`src/common/mdc_pkg.sv`:
```
// mdc_pkg: widths, mode encoding, matrix types and Laplace pairing tables for the determinant unit
`default_nettype none

package mdc_pkg;

    // ==================================================
    // widths and codes
    // ==================================================
    localparam int ENTRY_W      = 11;
    localparam int DATA_CODE_W  = 15;
    localparam int MODE_W       = 5;
    localparam int MODE_CODE_W  = 9;
    localparam int MINOR_W      = 23;
    localparam int DET4_W       = 48;
    localparam int OUT_W        = 207;
    localparam int N_ENTRIES    = 16;
    localparam int N_MINORS_2X2 = 9;
    localparam int N_MINORS_4X4 = 12;
    localparam int TAG_W        = 4;

    // decoded mode word that selects the full determinant
    localparam logic [MODE_W-1:0] MODE_CODE_4X4 = 5'b10110;

    // ==================================================
    // types
    // ==================================================
    typedef logic signed [ENTRY_W-1:0] entry_t;
    typedef logic signed [MINOR_W-1:0] minor_t;

    // row-major, entry (r, c) at index 4*r + c
    typedef entry_t matrix_t [N_ENTRIES];

    typedef enum logic {
        DET_2X2,
        DET_4X4
    } det_mode_e;

    // ==================================================
    // Laplace expansion over rows 0 and 1
    // ==================================================
    // each pair packed as {j1, j2}; pair 5-p is the complement of pair p
    localparam logic [3:0] LAPLACE_TOP_COLS [6] = '{
        4'b0001, 4'b0010, 4'b0011, 4'b0110, 4'b0111, 4'b1011
    };

    // bit p set when pair p is subtracted (j1 + j2 even)
    localparam logic [5:0] LAPLACE_NEG = 6'b010010;

endpackage

`default_nettype wire

```
`src/common/minor_req_if.sv`:
```
// minor_req_if: one 2x2 minor request, four entries and a tag, from scheduler to minor unit
`timescale 1ns/1ps
`default_nettype none

interface minor_req_if import mdc_pkg::*; ();

    // single-cycle strobe, one request per cycle, no back-pressure
    logic             valid;
    logic [TAG_W-1:0] tag;

    // a b on the upper row, c d on the lower row
    entry_t           a;
    entry_t           b;
    entry_t           c;
    entry_t           d;

    modport src (output valid, tag, a, b, c, d);
    modport dst (input valid, tag, a, b, c, d);

endinterface

`default_nettype wire

```
`src/mdc/mdc_matrix_buffer.sv`:
```
// mdc_matrix_buffer: collects the 16 decoded entries, latches the mode and flags a full matrix
`timescale 1ns/1ps
`default_nettype none

module mdc_matrix_buffer import mdc_pkg::*; (
    input  wire logic              clk,
    input  wire logic              rst_n,
    input  wire logic              in_valid,
    input  wire entry_t            entry_in,
    input  wire logic [MODE_W-1:0] mode_in,
    output matrix_t                matrix,
    output det_mode_e              mode,
    output logic                   full
);

    localparam int BEAT_W = $clog2(N_ENTRIES);

    logic [BEAT_W-1:0] beat_cnt;

    // beat counter wraps to zero after the last entry
    always_ff @(posedge clk or negedge rst_n) begin
        if (!rst_n) begin
            beat_cnt <= '0;
            full     <= 1'b0;
            mode     <= DET_2X2;
        end else begin
            full <= in_valid && (beat_cnt == BEAT_W'(N_ENTRIES - 1));
            if (in_valid) begin
                beat_cnt <= beat_cnt + 1'b1;
                // mode word rides on the first beat only
                if (beat_cnt == '0) begin
                    mode <= (mode_in == MODE_CODE_4X4) ? DET_4X4 : DET_2X2;
                end
            end
        end
    end

    // entry storage, row-major
    always_ff @(posedge clk) begin
        if (in_valid) begin
            matrix[beat_cnt] <= entry_in;
        end
    end

    // ==================================================
    // checks
    // ==================================================
    // the next matrix must not begin while this one is handed off
    a_no_wrap_on_full: assert property (
        @(posedge clk) disable iff (!rst_n)
        full |-> (beat_cnt == '0) && !in_valid
    );

endmodule

`default_nettype wire

```
`src/mdc/mdc_minor_scheduler.sv`:
```
// mdc_minor_scheduler: steps through the 2x2 minors of the current mode, one request per cycle
`timescale 1ns/1ps
`default_nettype none

module mdc_minor_scheduler import mdc_pkg::*; (
    input  wire logic      clk,
    input  wire logic      rst_n,
    input  wire matrix_t   matrix,
    input  wire det_mode_e mode,
    input  wire logic      full,
    minor_req_if.src       req
);

    logic             busy;
    logic [TAG_W-1:0] cnt;
    logic [TAG_W-1:0] last_tag;
    logic [2:0]       pair;
    logic [3:0]       cols;
    logic [1:0]       row;
    logic [1:0]       col_l;
    logic [1:0]       col_r;

    assign last_tag = (mode == DET_4X4) ? TAG_W'(N_MINORS_4X4 - 1) : TAG_W'(N_MINORS_2X2 - 1);
    assign pair     = cnt[TAG_W-1:1];

    // request counter, starts the cycle after full
    always_ff @(posedge clk or negedge rst_n) begin
        if (!rst_n) begin
            busy <= 1'b0;
            cnt  <= '0;
        end else if (full) begin
            busy <= 1'b1;
            cnt  <= '0;
        end else if (busy) begin
            if (cnt == last_tag) begin
                busy <= 1'b0;
                cnt  <= '0;
            end else begin
                cnt <= cnt + 1'b1;
            end
        end
    end

    // ==================================================
    // minor selection
    // ==================================================
    always_comb begin
        cols = LAPLACE_TOP_COLS[0];
        if (mode == DET_4X4) begin
            if (!cnt[0]) begin
                row  = 2'd0;
                cols = LAPLACE_TOP_COLS[pair];
            end else begin
                // bottom rows take the complementary column pair
                row  = 2'd2;
                cols = LAPLACE_TOP_COLS[3'd5 - pair];
            end
            col_l = cols[3:2];
            col_r = cols[1:0];
        end else begin
            // block with top-left corner at (k/3, k mod 3)
            row   = 2'(cnt / 4'd3);
            col_l = 2'(cnt % 4'd3);
            col_r = col_l + 2'd1;
        end
    end

    always_comb begin
        req.valid = busy;
        req.tag   = cnt;
        req.a     = matrix[{row, col_l}];
        req.b     = matrix[{row, col_r}];
        req.c     = matrix[{row + 2'd1, col_l}];
        req.d     = matrix[{row + 2'd1, col_r}];
    end

endmodule

`default_nettype wire

```
`src/mdc/mdc_minor_unit.sv`:
```
// mdc_minor_unit: registered 2x2 determinant ad - bc, tag carried alongside the result
`timescale 1ns/1ps
`default_nettype none

module mdc_minor_unit import mdc_pkg::*; (
    input  wire logic        clk,
    input  wire logic        rst_n,
    minor_req_if.dst         req,
    output logic             minor_valid,
    output logic [TAG_W-1:0] minor_tag,
    output minor_t           minor_value
);

    minor_t prod_ad;
    minor_t prod_bc;

    // operands widened to the minor width before multiplying
    assign prod_ad = minor_t'(req.a) * minor_t'(req.d);
    assign prod_bc = minor_t'(req.b) * minor_t'(req.c);

    always_ff @(posedge clk or negedge rst_n) begin
        if (!rst_n) begin
            minor_valid <= 1'b0;
        end else begin
            minor_valid <= req.valid;
        end
    end

    always_ff @(posedge clk) begin
        minor_tag   <= req.tag;
        minor_value <= prod_ad - prod_bc;
    end

    // scheduler never issues beyond the 4x4 request list
    a_tag_range: assert property (
        @(posedge clk) disable iff (!rst_n)
        req.valid |-> (req.tag < TAG_W'(N_MINORS_4X4))
    );

endmodule

`default_nettype wire

```
`src/mdc/mdc_result_combiner.sv`:
```
// mdc_result_combiner: gathers minors into the output word or the Laplace sum of the full determinant
`timescale 1ns/1ps
`default_nettype none

module mdc_result_combiner import mdc_pkg::*; (
    input  wire logic             clk,
    input  wire logic             rst_n,
    input  wire det_mode_e        mode,
    input  wire logic             minor_valid,
    input  wire logic [TAG_W-1:0] minor_tag,
    input  wire minor_t           minor_value,
    output logic                  out_valid,
    output logic      [OUT_W-1:0] out_data
);

    minor_t                     slots [N_MINORS_2X2];
    minor_t                     top_minor;
    logic signed [DET4_W-1:0]   acc;
    logic signed [2*MINOR_W-1:0] prod;
    logic signed [DET4_W-1:0]   term;
    logic signed [DET4_W-1:0]   acc_base;
    logic [TAG_W-1:0]           last_tag;
    logic [2:0]                 pair;

    assign last_tag = (mode == DET_4X4) ? TAG_W'(N_MINORS_4X4 - 1) : TAG_W'(N_MINORS_2X2 - 1);
    assign pair     = minor_tag[TAG_W-1:1];

    // ==================================================
    // Laplace term
    // ==================================================
    always_comb begin
        prod = top_minor * minor_value;
        term = prod;
        // first bottom minor starts a fresh sum
        acc_base = (minor_tag == TAG_W'(1)) ? '0 : acc;
    end

    always_ff @(posedge clk) begin
        if (minor_valid) begin
            if (mode == DET_4X4) begin
                if (!minor_tag[0]) begin
                    top_minor <= minor_value;
                end else if (LAPLACE_NEG[pair]) begin
                    acc <= acc_base - term;
                end else begin
                    acc <= acc_base + term;
                end
            end else begin
                slots[minor_tag] <= minor_value;
            end
        end
    end

    // result one cycle after the last minor of the mode
    always_ff @(posedge clk or negedge rst_n) begin
        if (!rst_n) begin
            out_valid <= 1'b0;
        end else begin
            out_valid <= minor_valid && (minor_tag == last_tag);
        end
    end

    // ==================================================
    // output packing
    // ==================================================
    always_comb begin
        out_data = '0;
        if (out_valid) begin
            if (mode == DET_4X4) begin
                out_data = {{(OUT_W - DET4_W){acc[DET4_W-1]}}, acc};
            end else begin
                // slot 0 in the top 23 bits
                for (int i = 0; i < N_MINORS_2X2; i++) begin
                    out_data[OUT_W-1-i*MINOR_W -: MINOR_W] = slots[i];
                end
            end
        end
    end

    // one result per matrix, so never two in a row
    a_single_pulse: assert property (
        @(posedge clk) disable iff (!rst_n)
        out_valid |=> !out_valid
    );

endmodule

`default_nettype wire

```
`src/mdc/mdc_top.sv`:
```
// mdc_top: matrix determinant calculator, Hamming-coded 4x4 input, 2x2 minors or full determinant
`timescale 1ns/1ps
`default_nettype none

module mdc_top import mdc_pkg::*; (
    input  wire logic                   clk,
    input  wire logic                   rst_n,
    input  wire logic                   in_valid,
    input  wire logic [DATA_CODE_W-1:0] in_data,
    input  wire logic [MODE_CODE_W-1:0] in_mode,
    output logic                        out_valid,
    output logic      [OUT_W-1:0]       out_data
);

    entry_t            entry_dec;
    logic [MODE_W-1:0] mode_dec;
    matrix_t           matrix;
    det_mode_e         mode;
    logic              full;
    logic              minor_valid;
    logic [TAG_W-1:0]  minor_tag;
    minor_t            minor_value;

    minor_req_if req_if ();

    // ==================================================
    // input decode
    // ==================================================
    hamming_decoder #(.DATA_W(ENTRY_W)) u_data_dec (
        .code (in_data),
        .data (entry_dec)
    );

    hamming_decoder #(.DATA_W(MODE_W)) u_mode_dec (
        .code (in_mode),
        .data (mode_dec)
    );

    // ==================================================
    // buffer, minor pipeline, output
    // ==================================================
    mdc_matrix_buffer u_buffer (
        .clk      (clk),
        .rst_n    (rst_n),
        .in_valid (in_valid),
        .entry_in (entry_dec),
        .mode_in  (mode_dec),
        .matrix   (matrix),
        .mode     (mode),
        .full     (full)
    );

    mdc_minor_scheduler u_scheduler (
        .clk    (clk),
        .rst_n  (rst_n),
        .matrix (matrix),
        .mode   (mode),
        .full   (full),
        .req    (req_if.src)
    );

    mdc_minor_unit u_minor_unit (
        .clk         (clk),
        .rst_n       (rst_n),
        .req         (req_if.dst),
        .minor_valid (minor_valid),
        .minor_tag   (minor_tag),
        .minor_value (minor_value)
    );

    mdc_result_combiner u_combiner (
        .clk         (clk),
        .rst_n       (rst_n),
        .mode        (mode),
        .minor_valid (minor_valid),
        .minor_tag   (minor_tag),
        .minor_value (minor_value),
        .out_valid   (out_valid),
        .out_data    (out_data)
    );

endmodule

`default_nettype wire

```
`src/verilog/hamming_decoder.sv`:
```
// hamming_decoder: single-error-correcting Hamming decoder, code word MSB is position 1
`timescale 1ns/1ps
`default_nettype none

module hamming_decoder #(
    parameter int DATA_W = 11
) (
    input  wire logic [DATA_W+$clog2(DATA_W+$clog2(DATA_W)+1)-1:0] code,
    output logic      [DATA_W-1:0]                                  data
);

    // parity bits at positions 1, 2, 4, 8
    localparam int PAR_W  = $clog2(DATA_W + $clog2(DATA_W) + 1);
    localparam int CODE_W = DATA_W + PAR_W;

    logic [PAR_W-1:0]  syndrome;
    logic [CODE_W-1:0] fixed;

    // xor of the positions of all set bits
    always_comb begin
        syndrome = '0;
        for (int pos = 1; pos <= CODE_W; pos++) begin
            if (code[CODE_W-pos]) begin
                syndrome = syndrome ^ PAR_W'(pos);
            end
        end
    end

    // flip the bit the syndrome points at
    always_comb begin
        fixed = code;
        if (syndrome != '0 && int'(syndrome) <= CODE_W) begin
            fixed[CODE_W-int'(syndrome)] = ~code[CODE_W-int'(syndrome)];
        end
    end

    // data bits in ascending position order, first one is the data MSB
    always_comb begin
        int k;
        data = '0;
        k = DATA_W;
        for (int pos = 3; pos <= CODE_W; pos++) begin
            if ((pos & (pos - 1)) != 0) begin
                k = k - 1;
                data[k] = fixed[CODE_W-pos];
            end
        end
    end

endmodule

`default_nettype wire
```
`config.mk`:
```
export PLATFORM = sky130hd
export DESIGN_NAME = mdc_top
export DESIGN_NICKNAME = d
export VERILOG_FILES = /design/src/common/mdc_pkg.sv /design/src/common/minor_req_if.sv /design/src/mdc/mdc_matrix_buffer.sv /design/src/mdc/mdc_minor_scheduler.sv /design/src/mdc/mdc_minor_unit.sv /design/src/mdc/mdc_result_combiner.sv /design/src/mdc/mdc_top.sv /design/src/verilog/hamming_decoder.sv
export SDC_FILE = /design/constraint.sdc
export NUM_CORES = 2
export LEC_CHECK = 0
export BUFFER_PORTS_ARGS = -buffer_cell sky130_fd_sc_hd__buf_2
export CAP_MARGIN = 20
export CELL_PAD_IN_SITES_DETAIL_PLACEMENT = 1
export CELL_PAD_IN_SITES_GLOBAL_PLACEMENT = 1
export CORE_UTILIZATION = 40
export DETAILED_ROUTE_END_ITERATION = 8
export GPL_ROUTABILITY_DRIVEN = 0
export PLACE_DENSITY = 0.67
export SYNTH_ARGS = -nofsm -noshare
export SYNTH_HDL_FRONTEND = slang
export SYNTH_SLANG_ARGS = --single-unit
```
`constraint.sdc`:
```
create_clock -name clk -period 12.25 [get_ports clk]
set_clock_uncertainty 0.2 [all_clocks]
set_input_delay 0.6125 -clock clk [delete_from_list [all_inputs] [get_ports clk]]
set_output_delay 0.6125 -clock clk [all_outputs]
set_load 0.01 [all_outputs]
```
### Word-level counts from Yosys, hierarchy flattened

Memory sizes are Yosys's and may differ from the RTL's. A register that Yosys moved wholly into a read port is not among the register bits.
Index checks and enable logic that the tools add are counted.

* input bits: 27
* RAM bits: 207
* bits in read-only memories: 72
* latch bits: 0
* memories kept: 4
* word-level logic and storage cells: 188
* register bits: 287

Memories
* u_combiner.slots: words 9, bits a word 23, rd ports 9, clocked after memory_dff 0, write ports 1, RTL line mdc_result_combiner.sv:16 `minor_t slots [N_MINORS_2X2];`
* (name not given): words 8, bits a word 4, rd ports 1, clocked after memory_dff 0, write ports 0, RTL line mdc_minor_scheduler.sv:52 `cols = LAPLACE_TOP_COLS[pair];`
* (name not given): words 8, bits a word 4, rd ports 1, clocked after memory_dff 0, write ports 0, RTL line mdc_minor_scheduler.sv:56 `cols = LAPLACE_TOP_COLS[3'd5 - pair];`
* (name not given): words 8, bits a word 1, rd ports 1, clocked after memory_dff 1, write ports 0, RTL line mdc_result_combiner.sv:43 `end else if (LAPLACE_NEG[pair]) begin`

* order comparisons: 14
* add/subtract/negate cells: 10
* div/mod/pow operators: 2
* equality and inequality tests: 5
* reduce and logical (&&, ||, !) cells: 13
* multiplexer cells: 78
* bitwise operators: 32
* multipliers: 3
* shifts and indexed selects: 0

Operators by type and width (number)
* $mux W207: 2
* $bmux W11 S4: 4
* $bwmux W176: 1
* $mux W11: 9
* $mux W48: 2
* $mux W4: 18
* $ge A32 B1 Y1 const B: 2
* $lt A32 B6 Y1 const B: 2
* $add A48 B46 Y48: 1
* $sub A48 B46 Y48: 1
* $mul A23 B23 Y46: 1
* $demux W11 S4: 1
* $mul A11 B11 Y22: 2
* $ge A5 B5 Y1 const B: 5
* $not A4 Y5: 5
* $mux W3: 8
* $sub A23 B23 Y23: 1
* $not A2 Y2: 10
* $mux W2: 9
* $mux W1: 16
* $bwmux W15: 1
* $not A3 Y3: 5
* $mux W13: 1
* $sub A4 B4 Y5 const A: 2
* 27 further kinds: 48

### Depth between registers and ports, before layout

* depth in word-level cells: 34
* gate-level depth with buffers: 49
* mapped depth without buffers: 45

### Hierarchy

Synthesis repeated with hierarchy kept, for this count alone.

* cell total of the unflattened synthesis: 6207
* area total of the unflattened synthesis: 60256.5 um^2

Modules (own cells, without submodules)
* mdc_result_combiner: times used 1, cells an instance 3620, area each 35811.8 um^2
* mdc_minor_unit: times used 1, cells an instance 1266, area each 11205.7 um^2
* mdc_minor_scheduler: times used 1, cells an instance 959, area each 6378.6 um^2
* mdc_matrix_buffer: times used 1, cells an instance 223, area each 5700.5 um^2
* hamming_decoder at u_data_dec: times used 1, cells an instance 83, area each 693.2 um^2
* hamming_decoder at u_mode_dec: times used 1, cells an instance 56, area each 466.7 um^2

### Worst setup path after synthesis

No wires, ideal clock.

* path type: register to register
* start: register u_minor_unit.minor_value[4]
* end: register u_combiner.acc[47], data pin
* slack: 2.392 ns
* cell stages (with the launch flop): 39
* clock period less this slack: 9.858 ns
* setup time: 0.262 ns
* path buffers: 1
* data required time: 11.788 ns
* arrival: 9.396 ns
* path through: dfxtp_1 -> clkbuf_1 -> nand2_1 -> fa_1 -> inv_1 -> fa_1 -> inv_1 -> fa_1 -> inv_1 -> fa_1 -> inv_1 -> fa_1 -> inv_1 -> fa_1 -> inv_1 -> fa_1 -> inv_1 -> ha_1 -> [... 3 more ...] -> o21ai_1 -> xor2_1 -> or4_1 -> or2_2 -> nor2_1 -> nor2_1 -> xor2_1 -> ha_1 -> a21o_1 -> a21o_1 -> a21oi_1 -> o21ai_0 -> a22o_1 -> o41a_1 -> a41oi_1 -> o21ai_0 -> xor2_1 -> xnor2_1

* cells in the longest elaborated chain, start to end: 3
* elaborated cells between the ends (all ways): 4

Ends and longest elaborated chain
* start: declaration: RTL line mdc_minor_unit.sv:11 `output minor_t minor_value`
* start signal: assignment: RTL line mdc_minor_unit.sv:31 `minor_value <= prod_ad - prod_bc;`
* $mul A23 B23 Y46 (*): RTL line mdc_result_combiner.sv:32 `prod = top_minor * minor_value;`
* $add A48 B46 Y48 or $sub A48 B46 Y48 (tied branches): RTL line mdc_result_combiner.sv:46, mdc_result_combiner.sv:44
* $mux W48 (*): RTL line mdc_result_combiner.sv:43
* end signal: assignment: RTL line mdc_result_combiner.sv:44 `acc <= acc_base - term;`
* end signal: assignment: RTL line mdc_result_combiner.sv:46 `acc <= acc_base + term;`
* end: declaration: RTL line mdc_result_combiner.sv:18 `logic signed [DET4_W-1:0] acc;`

Every way passes the cells marked *; elsewhere a longest branch is shown, timed or not.
A chain may end at the register's enable or synchronous reset.

### Worst setup path after layout

* start: register u_scheduler.cnt[3] (netlist: u_scheduler.req.tag[3])
* end: register u_minor_unit.minor_value[21]

* cells in the longest elaborated chain, start to end: 13
* elaborated cells between the ends (all ways): 36

Ends and longest elaborated chain
* start: declaration: RTL line mdc_minor_scheduler.sv:15 `logic [TAG_W-1:0] cnt;`
* start signal: assignment: RTL line mdc_minor_scheduler.sv:39 `cnt <= cnt + 1'b1;`
* parallel branches: the longest is 12 deep, another holds $mul A11 B11 Y22
* $sub A23 B23 Y23 (*): RTL line mdc_minor_unit.sv:31

Mark *: on every way between the ends. The select of a mux whose other input is x is not followed.

==> metrics.md <==
| Metric | Value |
|---|---|
| Status | complete, no violations |
| Final hold viol count | 0 |
| Initial DRC count | 2,462 |
| P&R area growth vs syn | 10.07% |
| RSZ-0062 raised after global routing | false |
| Cell count after synthesis | approximately 5,700 |
| Crit path DAT | ~12,000 ps |
| Die width | 377.6 um |
| Initial Util | 0.4038 |
| R2R Path End | u_minor_unit.minor_value[21]$_DFF_P_ |
| Setup-failing EPs final | 0 |
| Pins Over Slew Limit | 0 |
| Die height | 377.6 um |
| Top FF cell, synth | edfxtp_1 |
| Critical Path Sink | u_minor_unit.minor_value[21]$_DFF_P_ |
| # nets final | 6,954 |
| Hold WC Path Type | in -> async |
| Req. time, crit path | 12,610 ps |
| Via count | between 40,000 and 50,000 |
| Root buf cell | clkbuf_16 |
| Type of origin of the critical path | flop |
| Design area | between 0.06 and 0.07 mm2 |
| Crit Path Class | reg -> reg |
| Synth Area in Simple Gates | 0.1440 |
| Slew headroom | 0.2240 |
| Largest area contributor in the netlist | fa_1 |
| Post-Syn Nets | ~6,800 |
| Top post-synthesis cells by area | fa_1 28%, edfxtp_1 24%, ha_1 6.7%, inv_1 6.4%, nand2_1 5.1% |
| Synth cell count leaders | 969 x inv_1, 803 x fa_1, 774 x nand2_1 |
| Worst r2r src | u_scheduler.req.tag[3]$_DFFE_PN0P_ |
| EDFF count, synth | about 450 |
| Tcrit/Tclk final | 0.9390 |
| Drt first pass iters | 5 |
| Placement Setup Slack | about 520 ps |
| Crit-path max cell delay | approximately 700 ps |
| DR vias/cell | 5.306 |
| Adder-cell share of the synthesized area | 0.3525 |
| Worst slew pin tran | roughly 1100 ps |
| H-tree depth | 2 |
| CTS tree | built |
| Number of buffers added on ports | ~230 |
| Sequential-to-total area share from yosys stat | 0.2574 |
| Die area | 0.1425 mm2 |
| Yosys warnings | 0 |
| Reg clk slew, reported paths | ~60 ps |
| Most used routing layer | met2 |
| Largest family of logic cells by synthesized area | adder cells |
| Setup crit start | u_scheduler.req.tag[3]$_DFFE_PN0P_ |
| Count of different cell masters after synthesis | 97 |
| Num rows | approximately 140 |
| Met3 Use GR | 0.02613 |
| Dpl hpwl | around 130,000 um |
| Post-DP Area | 0.05998 mm2 |
| Crit. End Element | flop |
| Final Worst Setup Slack | approximately 750 ps |
| Max FO, Critical Path | 17 |
| Hold_ws | about 250 ps |
| Total track usage | 0.2526 |
| Count leader, synth | inv_1 |
| Routed Antenna Nets | 0 |
| Clk buf depth | 3 |
| Core Area | between 0.1 and 0.15 mm2 |
| Routed length per instance | 22.81 um |
| Synth Register Bits | just under 500 |
| Antenna violations before repair | 7 |
| Post-Synth XOR/XNOR Area | 0.03786 |
| CTS Sinks | 495 |
| CTS Buf Count | 59 |
| Slowest-stage cell, CP | a31oi_1 |
| R2r setup slk | between 700 and 800 ps |
| Yosys top cell area share | 0.2849 |
| Post-Route WL | 176,700 um |
| FMAX | just under 90 MHz |
| Synthesized area | about 0.056 mm2 |
| Grt total ovfl | 0 |
| Share of layout cells above drive strength 1 | 0.1073 |
| Compound-Gate Fraction of Synth Area | 0.09097 |
| First-pass GRT wire length | between 200,000 and 300,000 um |
| Number of global-route vias before repair | between 40,000 and 50,000 |
| Reg2reg path depth | 44 |
| Met1 Use GR | 0.3412 |
| Crit-path most repeated cell | ha_1 |
| Met2 Track Usage GR | 0.4309 |
| Largest net degree at the start of global routing | ~110 |
| Mux contribution to synthesized area | 0.03202 |
| Setup_tns | 0 ps |
| Max cap viols | 0 |
| Asr flop ratio synth | 0.02626 |
| Ports | 235 |
| Minimum clock period | 11,500 ps |
| Remaining DRCs | 0 |
| Syn avg cell area | 9.943 um2 |
| Clk_lat worst skew | 680 ps |
## per-layer routing
| layer | up-vias | routed length (um) | part of all wire |
|---|---|---|---|
| met4 | 2 | 4610 | 0.026 |
| met2 | 974 | 85450 | 0.48 |
| met5 | - | 13 | 0.000074 |
| li1 | 18450 | - | - |
| met1 | 21460 | 78790 | 0.45 |
| met3 | 222 | 7870 | 0.045 |
## metrics by stage
stage,util,std cells
after CTS,0.4440,7741
final,0.4445,7747
after floorplan,-,5674
after global placement,0.4292,7626
after global routing,0.4445,7746
after detailed placement,0.4294,7628
## critical path, delay by kind of cell (launching register included)
| kind | cells | cell delay [ps] |
|---|---|---|
| DFF | 1 | 490 |
| xor gates and xnor gates | 4 | 860 |
| adders and majority gates | 11 | 3520 |
| buffers and inverters | 6 | 630 |
| AOI/OAI and AO/OA | 19 | 4700 |
| muxes | 1 | 260 |
| and+or+nand+nor | 3 | 690 |
## layout make-up
| cell class | instances | area (um2) |
|---|---|---|
| tap | 1876 | 2347 |
| timing repair buffer | 369 | 2242 |
| clock buffer | 65 | 1520 |
| inverter | 972 | 3651 |
| antenna | 1 | 2.502 |
| fill | 15720 | 77600 |
| clock inverter | 46 | 500.5 |
| sequential | 495 | 14550 |
| multi-input combinational | 3923 | 37280 |
## how the worst min path moves through the flow
stage                                               start                                 end  depth (start not counted)
after floorplan                                     rst_n    u_buffer.beat_cnt[0]$_DFFE_PN0P_                          0
after global placement    u_scheduler.req.valid$_DFF_PN0_  u_minor_unit.minor_valid$_DFF_PN0_                          0
after detailed placement  u_scheduler.req.valid$_DFF_PN0_  u_minor_unit.minor_valid$_DFF_PN0_                          0
after CTS                                           rst_n  u_scheduler.req.tag[2]$_DFFE_PN0P_                          2
after global routing                                rst_n  u_scheduler.req.tag[2]$_DFFE_PN0P_                          2
final                                               rst_n  u_scheduler.req.tag[2]$_DFFE_PN0P_                          2
## kinds of logic after synthesis
| group | Yosys count |
|---|---|
| AND/OR/NAND/NOR | 1689 |
| AO/OA/AOI/OAI | 764 |
| buffers and inverters | 1257 |
| multiplexers | 118 |
| XOR/XNOR | 243 |
| adder cells (fa/ha/maj) | 1108 |
| flip-flops | 495 |
## sequential cells by signal, summed over array words and instances, names as in the netlist, named ones only
name and count:
u_buffer.beat_cnt 4, u_buffer.full 1, u_buffer.matrix 176, u_buffer.mode 1, u_combiner.acc 48, u_combiner.out_valid 1, u_combiner.slots 207, u_combiner.top_minor 23
u_minor_unit.minor_tag 4, u_minor_unit.minor_valid 1, u_minor_unit.minor_value 23, u_scheduler.req.tag 4, u_scheduler.req.valid 1
## layout by cell type, fill, tap and decap left out, types with 20 or more instances in the layout
master and n:
a211oi_1 55, buf_4 129, a21oi_1 155, edfxtp_1 454
nand2b_1 27, and2_1 460, xor2_1 65, nor2b_1 59
xnor2_1 177, a21boi_0 165, nor2_1 168, nor3_1 40
nand3_1 43, inv_1 969, o21ai_0 68, fa_1 803
o21bai_1 23, buf_2 234, nor2_2 21, dfxtp_2 20
a31oi_1 80, nand2_1 773, mux2i_1 58, ha_1 304
o22ai_1 61, mux4_2 48, a21o_1 51, clkbuf_16 60
## repair_timing
item | in CTS | in global routing
resized for setup | 0 | 3
endpoints found under the setup margin | 0 | 1
hold buffers | 2 | 0
buffers inserted | 0 | 0
endpoints found under the hold margin | 14 | 0
Power is left out: the tool's default activity adds up to more than one toggle a clock period on the data nets, which glitch-free logic cannot reach.
